===== src/rtl/aprPkg.sv =====
package aprPkg;

  // Command data word from the condition bus
  typedef logic [17:0] aprDataT;

  // One bit per event flag in the order of the mask bits of aprDataT
  typedef logic [7:0] aprFlagsT;

  typedef logic [2:0] aprBlockT;
  typedef logic [3:0] aprAcT;

  // Block in the upper bits and AC in the lower
  typedef logic [6:0] aprFmAddrT;

  typedef logic [1:0] aprDiagSelT;

  // Flag positions with their own meaning in the logic
  localparam int flagNxm = 1;
  localparam int flagMemPar = 3;
  localparam int flagAdrPar = 5;
  localparam int flagSweepDone = 7;

  // Block fields inside the data word
  localparam int dataCurBlockLsb = 8;
  localparam int dataPrevBlockLsb = 11;

  // Fast-memory address sources in microcode field order
  typedef enum logic [2:0] {
    fmAc,
    fmAcPlus1,
    fmXr,
    fmVma,
    fmAcPlus2,
    fmAcPlus3,
    fmAcPlusMagic,
    fmMagic
  } aprFmSelT;

  // Codes 6 and 7 are spare and decode to nothing
  typedef enum logic [2:0] {
    condSelEn,
    condSelDis,
    condSelSet,
    condSelClr,
    condLoadBlocks,
    condReadDiag
  } aprCondT;

  typedef struct packed {
    logic    selEn;
    logic    selDis;
    logic    selSet;
    logic    selClr;
    logic    loadBlocks;
    logic    readDiag;
    aprDataT data;
  } aprCmdT;

endpackage


===== src/rtl/aprCommandDecode.sv =====
`timescale 1ns/100ps

module aprCommandDecode (
  input  logic               clk,
  input  logic               reset,
  input  logic               condStrobe,
  input  aprPkg::aprCondT    condCode,
  input  aprPkg::aprDataT    condData,
  input  aprPkg::aprDiagSelT diagSel,
  output aprPkg::aprCmdT     cmd,
  output aprPkg::aprDiagSelT diagSelReg
);

  logic               strobeQ;
  aprPkg::aprCondT    codeQ;
  aprPkg::aprDataT    dataQ;
  aprPkg::aprDiagSelT diagSelQ;
  aprPkg::aprCmdT     cmdNext;
  logic [5:0]         strobes;

  // First stage captures the bus as it stands
  always_ff @(posedge clk) begin
    if (reset) begin
      strobeQ <= 1'b0;
    end else begin
      strobeQ <= condStrobe;
    end
  end

  always_ff @(posedge clk) begin
    codeQ    <= condCode;
    dataQ    <= condData;
    diagSelQ <= diagSel;
  end

  always_comb begin
    cmdNext = '0;
    cmdNext.data = dataQ;
    if (strobeQ) begin
      case (codeQ)
        aprPkg::condSelEn:      cmdNext.selEn = 1'b1;
        aprPkg::condSelDis:     cmdNext.selDis = 1'b1;
        aprPkg::condSelSet:     cmdNext.selSet = 1'b1;
        aprPkg::condSelClr:     cmdNext.selClr = 1'b1;
        aprPkg::condLoadBlocks: cmdNext.loadBlocks = 1'b1;
        aprPkg::condReadDiag:   cmdNext.readDiag = 1'b1;
        default: ;
      endcase
    end
  end

  // Second stage holds the decoded strobe for exactly one cycle
  always_ff @(posedge clk) begin
    if (reset) begin
      cmd <= '0;
    end else begin
      cmd <= cmdNext;
    end
  end

  // Diag select follows the strobe so it lines up with readDiag
  always_ff @(posedge clk) begin
    diagSelReg <= diagSelQ;
  end

  assign strobes = {cmd.selEn, cmd.selDis, cmd.selSet,
                    cmd.selClr, cmd.loadBlocks, cmd.readDiag};

  // A strobe only ever comes from a bus strobe one cycle earlier
  cmdOneHot: assert property (@(posedge clk) disable iff (reset)
    (|strobes) |-> $onehot(strobes) && $past(strobeQ))
    else $error("command strobes not one-hot or without a bus strobe");

endmodule


===== src/rtl/aprErrorFlags.sv =====
`timescale 1ns/100ps

module aprErrorFlags #(
  parameter aprPkg::aprFlagsT ErrorMask = 8'h2a
) (
  input  logic             clk,
  input  logic             reset,
  input  aprPkg::aprCmdT   cmd,
  input  aprPkg::aprFlagsT eventPulse,
  input  logic             sweepBusy,
  output aprPkg::aprFlagsT flags,
  output aprPkg::aprFlagsT intEnables,
  output logic             interrupt,
  output logic             anyError
);

  logic             sweepBusyQ;
  aprPkg::aprFlagsT eventIn;
  aprPkg::aprFlagsT eventQ;
  aprPkg::aprFlagsT cmdMask;
  aprPkg::aprFlagsT flagsNext;
  aprPkg::aprFlagsT enablesNext;

  // Sweep done replaces the unused top event bit
  always_comb begin
    eventIn = eventPulse;
    eventIn[aprPkg::flagSweepDone] = sweepBusyQ & ~sweepBusy;
  end

  always_ff @(posedge clk) begin
    if (reset) begin
      sweepBusyQ <= 1'b0;
      eventQ     <= '0;
    end else begin
      sweepBusyQ <= sweepBusy;
      eventQ     <= eventIn;
    end
  end

  assign cmdMask = cmd.data[7:0];

  always_comb begin
    flagsNext = flags;
    if (cmd.selClr) begin
      flagsNext = flagsNext & ~cmdMask;
    end
    if (cmd.selSet) begin
      flagsNext = flagsNext | cmdMask;
    end
    // Events go in last so they beat a clear in the same cycle
    flagsNext = flagsNext | eventQ;
  end

  always_comb begin
    enablesNext = intEnables;
    if (cmd.selEn) begin
      enablesNext = enablesNext | cmdMask;
    end
    if (cmd.selDis) begin
      enablesNext = enablesNext & ~cmdMask;
    end
  end

  always_ff @(posedge clk) begin
    if (reset) begin
      flags      <= '0;
      intEnables <= '0;
      anyError   <= 1'b0;
    end else begin
      flags      <= flagsNext;
      intEnables <= enablesNext;
      // Only reset clears this sticky flag
      anyError   <= anyError | (|(flagsNext & ErrorMask));
    end
  end

  assign interrupt = |(flags & intEnables);

endmodule


===== src/rtl/aprAcBlocks.sv =====
`timescale 1ns/100ps

module aprAcBlocks (
  input  logic              clk,
  input  logic              reset,
  input  aprPkg::aprCmdT    cmd,
  input  aprPkg::aprAcT     acField,
  input  aprPkg::aprAcT     magic,
  input  aprPkg::aprAcT     xrField,
  input  aprPkg::aprAcT     vmaField,
  input  aprPkg::aprBlockT  magicBlock,
  input  aprPkg::aprFmSelT  fmSel,
  input  logic              xrPrevious,
  output aprPkg::aprBlockT  currentBlock,
  output aprPkg::aprBlockT  previousBlock,
  output aprPkg::aprFmAddrT fmAddr
);

  localparam int BlockBits = $bits(aprPkg::aprBlockT);

  aprPkg::aprAcT    acPlus1;
  aprPkg::aprAcT    acPlus2;
  aprPkg::aprAcT    acPlus3;
  aprPkg::aprAcT    acPlusMagic;
  aprPkg::aprBlockT xrBlock;
  aprPkg::aprBlockT addrBlock;
  aprPkg::aprAcT    addrAc;

  always_ff @(posedge clk) begin
    if (reset) begin
      currentBlock  <= '0;
      previousBlock <= '0;
    end else if (cmd.loadBlocks) begin
      currentBlock  <= cmd.data[aprPkg::dataCurBlockLsb +: BlockBits];
      previousBlock <= cmd.data[aprPkg::dataPrevBlockLsb +: BlockBits];
    end
  end

  // All sums wrap within the 16 ACs of a block
  assign acPlus1     = acField + 4'd1;
  assign acPlus2     = acField + 4'd2;
  assign acPlus3     = acField + 4'd3;
  assign acPlusMagic = acField + magic;

  assign xrBlock = xrPrevious ? previousBlock : currentBlock;

  always_comb begin
    addrBlock = currentBlock;
    case (fmSel)
      aprPkg::fmAc:          addrAc = acField;
      aprPkg::fmAcPlus1:     addrAc = acPlus1;
      aprPkg::fmXr: begin
        addrBlock = xrBlock;
        addrAc    = xrField;
      end
      aprPkg::fmVma:         addrAc = vmaField;
      aprPkg::fmAcPlus2:     addrAc = acPlus2;
      aprPkg::fmAcPlus3:     addrAc = acPlus3;
      aprPkg::fmAcPlusMagic: addrAc = acPlusMagic;
      default: begin
        addrBlock = magicBlock;
        addrAc    = magic;
      end
    endcase
  end

  assign fmAddr = {addrBlock, addrAc};

  // Blocks only move on a loadBlocks strobe
  blockStable: assert property (@(posedge clk) disable iff (reset)
    !cmd.loadBlocks |=> $stable(currentBlock) && $stable(previousBlock))
    else $error("AC block registers changed without loadBlocks");

endmodule


===== src/rtl/aprDiagRead.sv =====
`timescale 1ns/100ps

module aprDiagRead #(
  parameter int DiagWidth = 8
) (
  input  logic                 clk,
  input  logic                 reset,
  input  logic                 readDiag,
  input  aprPkg::aprDiagSelT   diagSel,
  input  aprPkg::aprFlagsT     flags,
  input  aprPkg::aprFlagsT     intEnables,
  input  aprPkg::aprBlockT     currentBlock,
  input  aprPkg::aprBlockT     previousBlock,
  input  logic                 anyError,
  input  logic                 interrupt,
  output logic [DiagWidth-1:0] diagWord,
  output logic                 diagValid
);

  logic [DiagWidth-1:0] groupWord;

  always_comb begin
    case (diagSel)
      2'd0:    groupWord = DiagWidth'(flags);
      2'd1:    groupWord = DiagWidth'(intEnables);
      // Block status with the current block in the top bits
      2'd2:    groupWord = DiagWidth'({currentBlock, previousBlock, anyError, interrupt});
      default: groupWord = '0;
    endcase
  end

  always_ff @(posedge clk) begin
    if (reset) begin
      diagValid <= 1'b0;
      diagWord  <= '0;
    end else begin
      diagValid <= readDiag;
      if (readDiag) begin
        diagWord <= groupWord;
      end
    end
  end

endmodule


===== src/rtl/apr.sv =====
`timescale 1ns/100ps

module apr #(
  parameter aprPkg::aprFlagsT ErrorMask = aprPkg::aprFlagsT'((1 << aprPkg::flagNxm) |
                                                            (1 << aprPkg::flagMemPar) |
                                                            (1 << aprPkg::flagAdrPar)),
  parameter int DiagWidth = 8
) (
  input  logic                 clk,
  input  logic                 reset,
  input  logic                 condStrobe,
  input  aprPkg::aprCondT      condCode,
  input  aprPkg::aprDataT      condData,
  input  aprPkg::aprFlagsT     eventPulse,
  input  logic                 sweepBusy,
  input  aprPkg::aprAcT        acField,
  input  aprPkg::aprAcT        magic,
  input  aprPkg::aprBlockT     magicBlock,
  input  aprPkg::aprAcT        xrField,
  input  aprPkg::aprAcT        vmaField,
  input  aprPkg::aprFmSelT     fmSel,
  input  logic                 xrPrevious,
  input  aprPkg::aprDiagSelT   diagSel,
  output logic                 interrupt,
  output aprPkg::aprFmAddrT    fmAddr,
  output logic [DiagWidth-1:0] diagWord,
  output logic                 diagValid
);

  aprPkg::aprCmdT     cmd;
  aprPkg::aprDiagSelT diagSelReg;
  aprPkg::aprFlagsT   flags;
  aprPkg::aprFlagsT   intEnables;
  logic               anyError;
  aprPkg::aprBlockT   currentBlock;
  aprPkg::aprBlockT   previousBlock;

  aprCommandDecode uDecode (
    .clk       (clk),
    .reset     (reset),
    .condStrobe(condStrobe),
    .condCode  (condCode),
    .condData  (condData),
    .diagSel   (diagSel),
    .cmd       (cmd),
    .diagSelReg(diagSelReg)
  );

  aprErrorFlags #(
    .ErrorMask(ErrorMask)
  ) uFlags (
    .clk       (clk),
    .reset     (reset),
    .cmd       (cmd),
    .eventPulse(eventPulse),
    .sweepBusy (sweepBusy),
    .flags     (flags),
    .intEnables(intEnables),
    .interrupt (interrupt),
    .anyError  (anyError)
  );

  aprAcBlocks uBlocks (
    .clk          (clk),
    .reset        (reset),
    .cmd          (cmd),
    .acField      (acField),
    .magic        (magic),
    .xrField      (xrField),
    .vmaField     (vmaField),
    .magicBlock   (magicBlock),
    .fmSel        (fmSel),
    .xrPrevious   (xrPrevious),
    .currentBlock (currentBlock),
    .previousBlock(previousBlock),
    .fmAddr       (fmAddr)
  );

  aprDiagRead #(
    .DiagWidth(DiagWidth)
  ) uDiag (
    .clk          (clk),
    .reset        (reset),
    .readDiag     (cmd.readDiag),
    .diagSel      (diagSelReg),
    .flags        (flags),
    .intEnables   (intEnables),
    .currentBlock (currentBlock),
    .previousBlock(previousBlock),
    .anyError     (anyError),
    .interrupt    (interrupt),
    .diagWord     (diagWord),
    .diagValid    (diagValid)
  );

endmodule


===== config.mk =====
export PLATFORM = sky130hd
export DESIGN_NAME = apr
export DESIGN_NICKNAME = d
export VERILOG_FILES = /design/src/rtl/aprPkg.sv /design/src/rtl/aprCommandDecode.sv /design/src/rtl/aprErrorFlags.sv /design/src/rtl/aprAcBlocks.sv /design/src/rtl/aprDiagRead.sv /design/src/rtl/apr.sv
export SDC_FILE = /design/constraint.sdc
export NUM_CORES = 1
export LEC_CHECK = 0
export CAP_MARGIN = 40
export CORE_ASPECT_RATIO = 1.75
export CORE_MARGIN = 3
export CORE_UTILIZATION = 59
export CTS_CLUSTER_SIZE = 16
export DETAILED_ROUTE_END_ITERATION = 6
export DONT_BUFFER_PORTS = 1
export PLACE_DENSITY = 0.75
export RECOVER_POWER = 50
export SETUP_SLACK_MARGIN = 0.02
export SYNTH_ARGS = -nofsm -noshare
export SYNTH_HDL_FRONTEND = slang
export SYNTH_HIERARCHICAL = 1
export SYNTH_SLANG_ARGS = --single-unit

===== constraint.sdc =====
create_clock -name clk -period 2 [get_ports clk]
set_input_delay 0 -clock clk [delete_from_list [all_inputs] [get_ports clk]]
set_output_delay 0 -clock clk [all_outputs]
set_load 0.01 [all_outputs]

* After elaboration in Yosys (flattened, before gate mapping) *
Index checks and enable logic that the tools add are counted.
W data, S select, Z words.

word-level totals
  flip-flop bits (word level) = 83
  latch bits = 0
  memories = 0
  RAM bits = 0
  bits of input ports = 58
  ROM bits = 0

cells by class
  add/sub/neg operators = 4
  shift-type cells = 0
  div/mod/pow operators = 0
  reduce and logical (&&, ||, !) cells = 7
  order comparisons = 0
  bitwise gates (word level) = 11
  multiply operators = 0
  multiplexer cells = 14
  equality and inequality tests = 13

operators with widths
  cell                   number
  $mux W8                4
  $pmux W4 S7            1
  $and A8 B8 Y8          3
  $or A8 B8 Y8           3
  $pmux W8 S3            1
  $eq A3 B3 Y1 const B   5
  $eq A3 B2 Y1 const B   4
  $add A4 B2 Y4 const B  2
  $not A8 Y8             1
  $reduce_or A8 Y1       1
  $eq A3 B1 Y1 const B   2
  $logic_not A3 Y1       2
  $mux W1                6
  $pmux W3 S2            1
  $reduce_or A6 Y1       1
  $add A4 B1 Y4 const B  1
  $add A4 B4 Y4          1
  $mux W3                1
  $reduce_or A3 Y1       1
  $eq A2 B1 Y1 const B   1
  $eq A2 B2 Y1 const B   1
  $logic_not A2 Y1       1
  $not A1 Y1             2
  $reduce_or A2 Y1       1
  2 further kinds        2

* Logic depth before layout (Yosys ltp) *
Gate-level depths: netlist (run 1).

  depth in word-level cells = 8
  mapped depth = 9
  gate-level depth less buffers = 7

* Modules after synthesis *
Netlist (run 1), hierarchy kept.

by module, submodules not included
  module            cells each  times used  seq. area each (um2)  area an instance (um2)
  aprCommandDecode  81          1           1001.0                1197.4
  aprErrorFlags     88          1           520.5                 918.4
  aprAcBlocks       91          1           120.1                 725.7
  aprDiagRead       57          1           180.2                 601.8

* Worst setup path after synthesis (run 1) *
No wires, ideal clock.

  path kind = in2out
  start point = input port fmSel[2]
  end point = output port fmAddr[2]
  data required time = 2000 ps
  arrival = 1634 ps
  stages on the path = 8
  path slack = 366 ps
  cell sequence = buf_4 > nand3b_1 > or2_2 > ha_1 > fa_1 > xor2_1 > a22oi_1 > a22oi_1

on the way
  word-level cells in the longest chain between the ends = 2
  elaborated cells between the ends (all ways) = 8

RTL lines
  what                                        line               RTL
  start, declared                             apr.sv:21          input aprPkg::aprFmSelT fmSel,
  $eq A3 B3 Y1, or another cell as far along  aprAcBlocks.sv:49  case (fmSel)
  $pmux W4 S7 *                               aprAcBlocks.sv:49
  end, declared                               apr.sv:25          output aprPkg::aprFmAddrT fmAddr,

Every way passes the cells marked *; elsewhere a longest branch is shown, timed or not.

* Worst setup path in the final report (run 1) *
  start point = input port fmSel[0]
  end point = output port fmAddr[2]

Same word-level chain as after synthesis.

==> out/results.tsv, run 1 <==
stage	metric	value	unit
run_status	outcome	finished, final reports clean	
cts	Post-CTS Setup Inserts	0	
pwr	Pwr per Cell Area	855	nW/µm²
drt	Routed WL	6.31	mm
cts	CTS tree	done	
global_routing	largest net degree at the start of global routing	58	
worst_setup_path	Critical Path RT	2.00	ns
timing	Final period util	0.852	
cells_and_area	Nets	394	
pwr	Peak VDD IR	0.00109	V
global_routing	GRT overflow	0	
synth	Synth Warn #	6	
timing	Slew HR	0.632	
placed_design	Post-Place Cell Area	3220	µm²
worst_setup_path	crit path capture type	output pin	
min_path	hold path depth	2	
synth	Synth Area per Inst	10.7	µm²
worst_setup_path	CP Class	primary input to output pin	
worst_setup_path	crit start category	primary input	
pwr	power share of the sequential group	0.548	
floorplan	die height	104	µm
run	max_cap viols	0	
timing	Slew Viols, Final	0	
pwr	Pleak	1.42	nW
cts	clk buf depth	2	
pwr	clock power share	0.382	
cells_and_area	post-route cell area	3760	µm²
pwr	logic gate share of total power	0.071	
placed_design	Detailed Place HPWL	4.34	mm
synth	Synth Cell Area	3260	µm²
min_path	hold path start	magicBlock[1]	
synth	Post-Synthesis Cells	305	
cells_and_area	Area Overhead vs Synth	15.4	%
pwr	Pint	2.53	mW
cts	Clock Latency Late Sink	0.34	ns
timing	Worst Tran Pin Value	0.551	ns
drt	via count	2296	
cts	TritonCTS buffer count	9	
global_routing	wire length of the first global-routing pass	10.4	mm
placed_design	pre-CTS setup slack	0.320	ns
floorplan	num rows	35	
worst_setup_path	FF-to-FF End	uFlags/flags[7]	
cells_and_area	layout cell share with drive strength beyond 1	0.144	
timing	Final setup viols	0	
min_path	WHS Endpoint	fmAddr[5]	
drt	drt first pass iters	4	
timing	RSZ-0062 raised after global routing	no	
global_routing	initial antenna violation count	0	
floorplan	Starting Density	0.615	
timing	minimum clock period	1.70	ns
pwr	Net Switching	0.687	mW
synth	Mapped Nets	368	
drt	Initial DRC Count	97	
cts	CTS root buf	clkbuf_8	
timing	final-report hold violation count	0	
timing	Final Skew	0.00551	ns
drt	Via density	5.63	
worst_setup_path	Reg-to-Reg Start	uDecode/cmd[20]	
min_path	HP Class	primary input to output pin	
floorplan	Core ar.	5300	µm²
floorplan	Die Area	6490	µm²
pwr	switch share	0.214	
drt	antenna-violating nets left	0	
cts	CTS sink cnt	83	
drt	residual DRC count	0	
placed_design	IO buf count	0	
global_routing	Global Route Usage Sum	0.202	
timing	f_max	587	MHz
timing	Post-Route Setup TNS	0	ns
global_routing	vias in the first global route	2254	
floorplan	die width	62.2	µm
cells_and_area	ant diodes	0	
placed_design	Routability Congestion	0.786	
timing	fin worst setup slack	0.295	ns
worst_setup_path	Worst R2R Setup Slack	0.44	ns
worst_setup_path	Max Fanout on Critical Path	18	
drt	DR WL/cell	15.5	µm
worst_setup_path	critical path data arrival time	1.70	ns
worst_setup_path	worst r2r path cells	4	
cts	H-Tree Depth	3	
floorplan	num ports	75	
==> metal layers <==
metal  part of all wire  global-route usage  vias up
met2               0.55               0.390       72
met5                  0                   0        -
met1               0.36               0.188     1082
met3              0.071              0.0681        9
met4              0.018              0.0807        0
li1                   -                   -     1133
==> power groups by stage <==
stage | clock network, mW | logic (mW) | registers, mW
global placement | 0 | 0.150 | 1.80
detailed placement | 0 | 0.155 | 1.80
floorplan | 0 | 0.174 | 1.78
global route | 1.32 | 0.251 | 1.77
CTS | 1.26 | 0.225 | 1.76
finish | 1.23 | 0.227 | 1.76
==> worst max-delay path: stages <==
cell and delay, ns:
nand3b_1 0.22, or2_2 0.32, ha_1 0.23, fa_1 0.39, xor2_1 0.16, a22oi_1 0.08, a22oi_1 0.29
==> worst max path at each step <==
stage / start / end / cells past startpoint
5_1_grt: fmSel[0] / fmAddr[2] / 7
2_1_floorplan: fmSel[2] / fmAddr[2] / 8
3_5_place_dp: fmSel[0] / fmAddr[2] / 7
4_1_cts: fmSel[0] / fmAddr[2] / 7
6_report: fmSel[0] / fmAddr[2] / 7
3_3_place_gp: fmSel[0] / fmAddr[2] / 7
==> stage by stage <==
stage	util	hold WS, ns	total power [mW]	std cells
after floorplan	-	0.0277	1.96	305
after global placement	0.608	0.0278	1.95	362
after detailed placement	0.608	0.0278	1.96	362
after CTS	0.710	0.145	3.25	408
after global routing	0.710	0.167	3.34	408
final	0.710	0.145	3.22	408
==> layout make-up <==
type | count | area, µm²
flip-flops and latches | 83 | 1660
fillers | 394 | 1540
multi-input cells | 198 | 1430
repair buffers | 34 | 353
clock buffers | 9 | 124
well taps | 74 | 92.6
clock inverters | 5 | 80.1
inverters | 5 | 18.8
==> layout by cell type (no fill, tap or decap), types with 9 or more instances in the layout <==
master,n
dlygate4sd3_1,31
nor3_2,9
a21oi_1,10
clkbuf_8,9
nand2_1,15
nor2b_1,32
dfxtp_1,83
nor2_1,24
==> flip-flops by register name (all words and copies together) (netlist names), 2 cells and up <==
| signal | flops |
|---|---|
| uDecode/dataQ | 14 |
| uDecode/diagSelReg | 2 |
| uDiag/diagWord | 8 |
| uDecode/cmd | 20 |
| uBlocks/previousBlock | 3 |
| uDecode/codeQ | 3 |
| uFlags/eventQ | 8 |
| uFlags/intEnables | 8 |
| uBlocks/currentBlock | 3 |
| uFlags/flags | 8 |
| uDecode/diagSelQ | 2 |
==> what timing repair did <==
action / 4_1_cts / 5_1_grt
gates resized for setup: 0 / 0
hold endpoints to repair: 81 / 0
hold buffers: 32 / 0
(Power assumes the default switching activity.)
==> run 2: changes to the inputs <==
--- a/config.mk
+++ b/config.mk
@@ -14,7 +14,7 @@
 export DONT_BUFFER_PORTS = 1
 export PLACE_DENSITY = 0.75
 export RECOVER_POWER = 50
-export SETUP_SLACK_MARGIN = 0.02
+export SETUP_SLACK_MARGIN = 0.3
 export SYNTH_ARGS = -nofsm -noshare
 export SYNTH_HDL_FRONTEND = slang
 export SYNTH_HIERARCHICAL = 1
==> run 2 against run 1 <==
Compared with the run above: final cell count is 0.49% higher; highest routed layer unchanged; worst setup slack better by 0.093 ns; hold slack worse by 0.0033 ns; register-to-register slack hardly changed; non-clock buffer count is 2 higher; sequential power hardly changed; count of clock-buffer cells in the layout stayed put; clock skew hardly changed; routed wire length is 0.21% lower; die area stayed put; via count is 1.6% higher; sequential cell count stayed put.
==> out/results.tsv, run 2 (synthesis results as in run 1) <==
stage	metric	value	unit
floorplan	die width	62.2	µm
timing	Slew Viols, Final	0	
worst_setup_path	Worst R2R Setup Slack	0.44	ns
worst_setup_path	CP Class	primary input to output pin	
cells_and_area	Area Overhead vs Synth	16.1	%
worst_setup_path	critical path data arrival time	1.61	ns
global_routing	wire length of the first global-routing pass	10.4	mm
worst_setup_path	worst r2r path cells	4	
min_path	WHS Endpoint	fmAddr[5]	
cts	CTS tree	done	
worst_setup_path	crit start category	primary input	
placed_design	Detailed Place HPWL	4.34	mm
worst_setup_path	FF-to-FF End	uFlags/flags[7]	
placed_design	Routability Congestion	0.786	
timing	Slew HR	0.633	
min_path	hold path depth	2	
min_path	HP Class	primary input to output pin	
cts	TritonCTS buffer count	9	
drt	DR WL/cell	15.4	µm
cts	CTS sink cnt	83	
cells_and_area	Top Registers	uDecode/cmd x20, uDecode/dataQ x14	
timing	Final Skew	0.00571	ns
min_path	hold path start	magicBlock[1]	
cells_and_area	layout cell share with drive strength beyond 1	0.152	
cells_and_area	ant diodes	0	
cts	H-Tree Depth	3	
timing	Final setup viols	0	
drt	Routed WL	6.30	mm
drt	antenna-violating nets left	0	
global_routing	initial antenna violation count	0	
run	max_cap viols	0	
global_routing	largest net degree at the start of global routing	58	
timing	Worst Tran Pin Value	0.550	ns
run_status	outcome	finished, final reports clean	
pwr	Peak VDD IR	0.00108	V
floorplan	num ports	75	
worst_setup_path	Critical Path RT	2.00	ns
drt	via count	2332	
pwr	Pwr per Cell Area	851	nW/µm²
timing	minimum clock period	1.61	ns
cells_and_area	commonest non-fill, non-tap cell in the layout	dfxtp_1	
cts	CTS root buf	clkbuf_8	
timing	Post-Route Setup TNS	0	ns
worst_setup_path	Reg-to-Reg Start	uDecode/cmd[20]	
pwr	Pleak	1.42	nW
drt	Initial DRC Count	87	
floorplan	Core ar.	5300	µm²
worst_setup_path	crit path capture type	output pin	
worst_setup_path	Max Fanout on Critical Path	18	
floorplan	num rows	35	
global_routing	Global Route Usage Sum	0.202	
drt	residual DRC count	0	
pwr	overall power	3.22	mW
cts	clk buf depth	2	
floorplan	Starting Density	0.615	
timing	Final period util	0.806	
cells_and_area	Largest register FFs	20	
cells_and_area	commonest cells after routing, fill and taps aside	dfxtp_1 (83), nor2b_1 (32), dlygate4sd3_1 (31)	
timing	RSZ-0062 raised after global routing	no	
global_routing	GRT overflow	0	
floorplan	Die Area	6490	µm²
drt	drt first pass iters	4	
cells_and_area	most flop-heavy register	uDecode/cmd	
drt	Via density	5.69	
placed_design	IO buf count	0	
global_routing	vias in the first global route	2254	
cells_and_area	fill cell count	392	
timing	f_max	621	MHz
cells_and_area	Nets	396	
floorplan	die height	104	µm
cts	Clock Latency Late Sink	0.34	ns
timing	final-report hold violation count	0	
==> run 2: cell count changes in the layout (fill, tap and decap cells not counted) <==
| cell | change |
|---|---|
| buf_4 | +2 |
| a21boi_0 | -1 |
| a22oi_1 | -1 |
| a21boi_1 | +1 |
| a22oi_2 | +1 |
==> run 2: area by class of cell <==
| cell class | count | area, µm² | area share |
|---|---|---|---|
| Sequential cell | 83 | 1660 | 0.439 |
| Multi-Input combinational cell | 198 | 1440 | 0.380 |
| Timing Repair Buffer | 36 | 368 | 0.0973 |
| Clock buffer | 9 | 124 | 0.0328 |
| Tap cell | 74 | 92.6 | 0.0245 |
| Clock inverter | 5 | 80.1 | 0.0212 |
| Inverter | 5 | 18.8 | 0.00496 |
==> run 2: routing by layer <==
metal / vias to the layer above / global-route usage / routed length, µm / share of wire
li1: 1137 / - / - / -
met2: 81 / 0.390 / 3470 / 0.55
met3: 9 / 0.0681 / 447 / 0.071
met5: - / 0 / 0 / 0
met4: 0 / 0.0807 / 114 / 0.018
met1: 1105 / 0.188 / 2260 / 0.36
==> run 2: worst max-delay path by stage <==
stage              from        end  slack (ns)  cells past startpoint
2_1_floorplan  fmSel[2]  fmAddr[2]        0.37                      8
3_3_place_gp   fmSel[0]  fmAddr[2]        0.35                      7
3_5_place_dp   fmSel[0]  fmAddr[2]        0.32                      7
4_1_cts        fmSel[0]  fmAddr[2]        0.32                      7
5_1_grt        fmSel[0]  fmAddr[2]        0.30                      7
6_report       fmSel[0]  fmAddr[2]        0.39                      7
==> run 2: worst max-delay path, cell delays in order <==
cell	delay [ns]
nand3b_1	0.20
or2_2	0.31
ha_1	0.23
fa_1	0.39
xor2_1	0.16
a22oi_1	0.09
a22oi_2	0.22
==> run 2: what timing repair did <==
action | 4_1_cts | 5_1_grt
hold endpoints to repair | 81 | 0
hold buffers | 32 | 0
buffers inserted | 0 | 2
resized for setup | 0 | 2
setup endpoints to repair | 0 | 3
==> run 2: metrics by stage <==
stage / hold WS (ns) / instances / cell area, µm² / setup slack (ns) / util
finish: 0.141 / 410 / 3780 / 0.389 / 0.714
global route: 0.167 / 410 / 3780 / 0.299 / 0.714
CTS: 0.145 / 408 / 3760 / 0.320 / 0.710
detailed placement: 0.0278 / 362 / 3220 / 0.320 / 0.608
global placement: 0.0278 / 362 / 3220 / 0.351 / 0.608
floorplan: 0.0277 / 305 / 3260 / 0.366 / -
==> run 2: power by group <==
| group | leakage [nW] | internal (mW) | switching, mW |
|---|---|---|---|
| logic | 0.642 | 0.130 | 0.101 |
| clock network | 0.0972 | 0.686 | 0.537 |
| registers | 0.686 | 1.72 | 0.0451 |
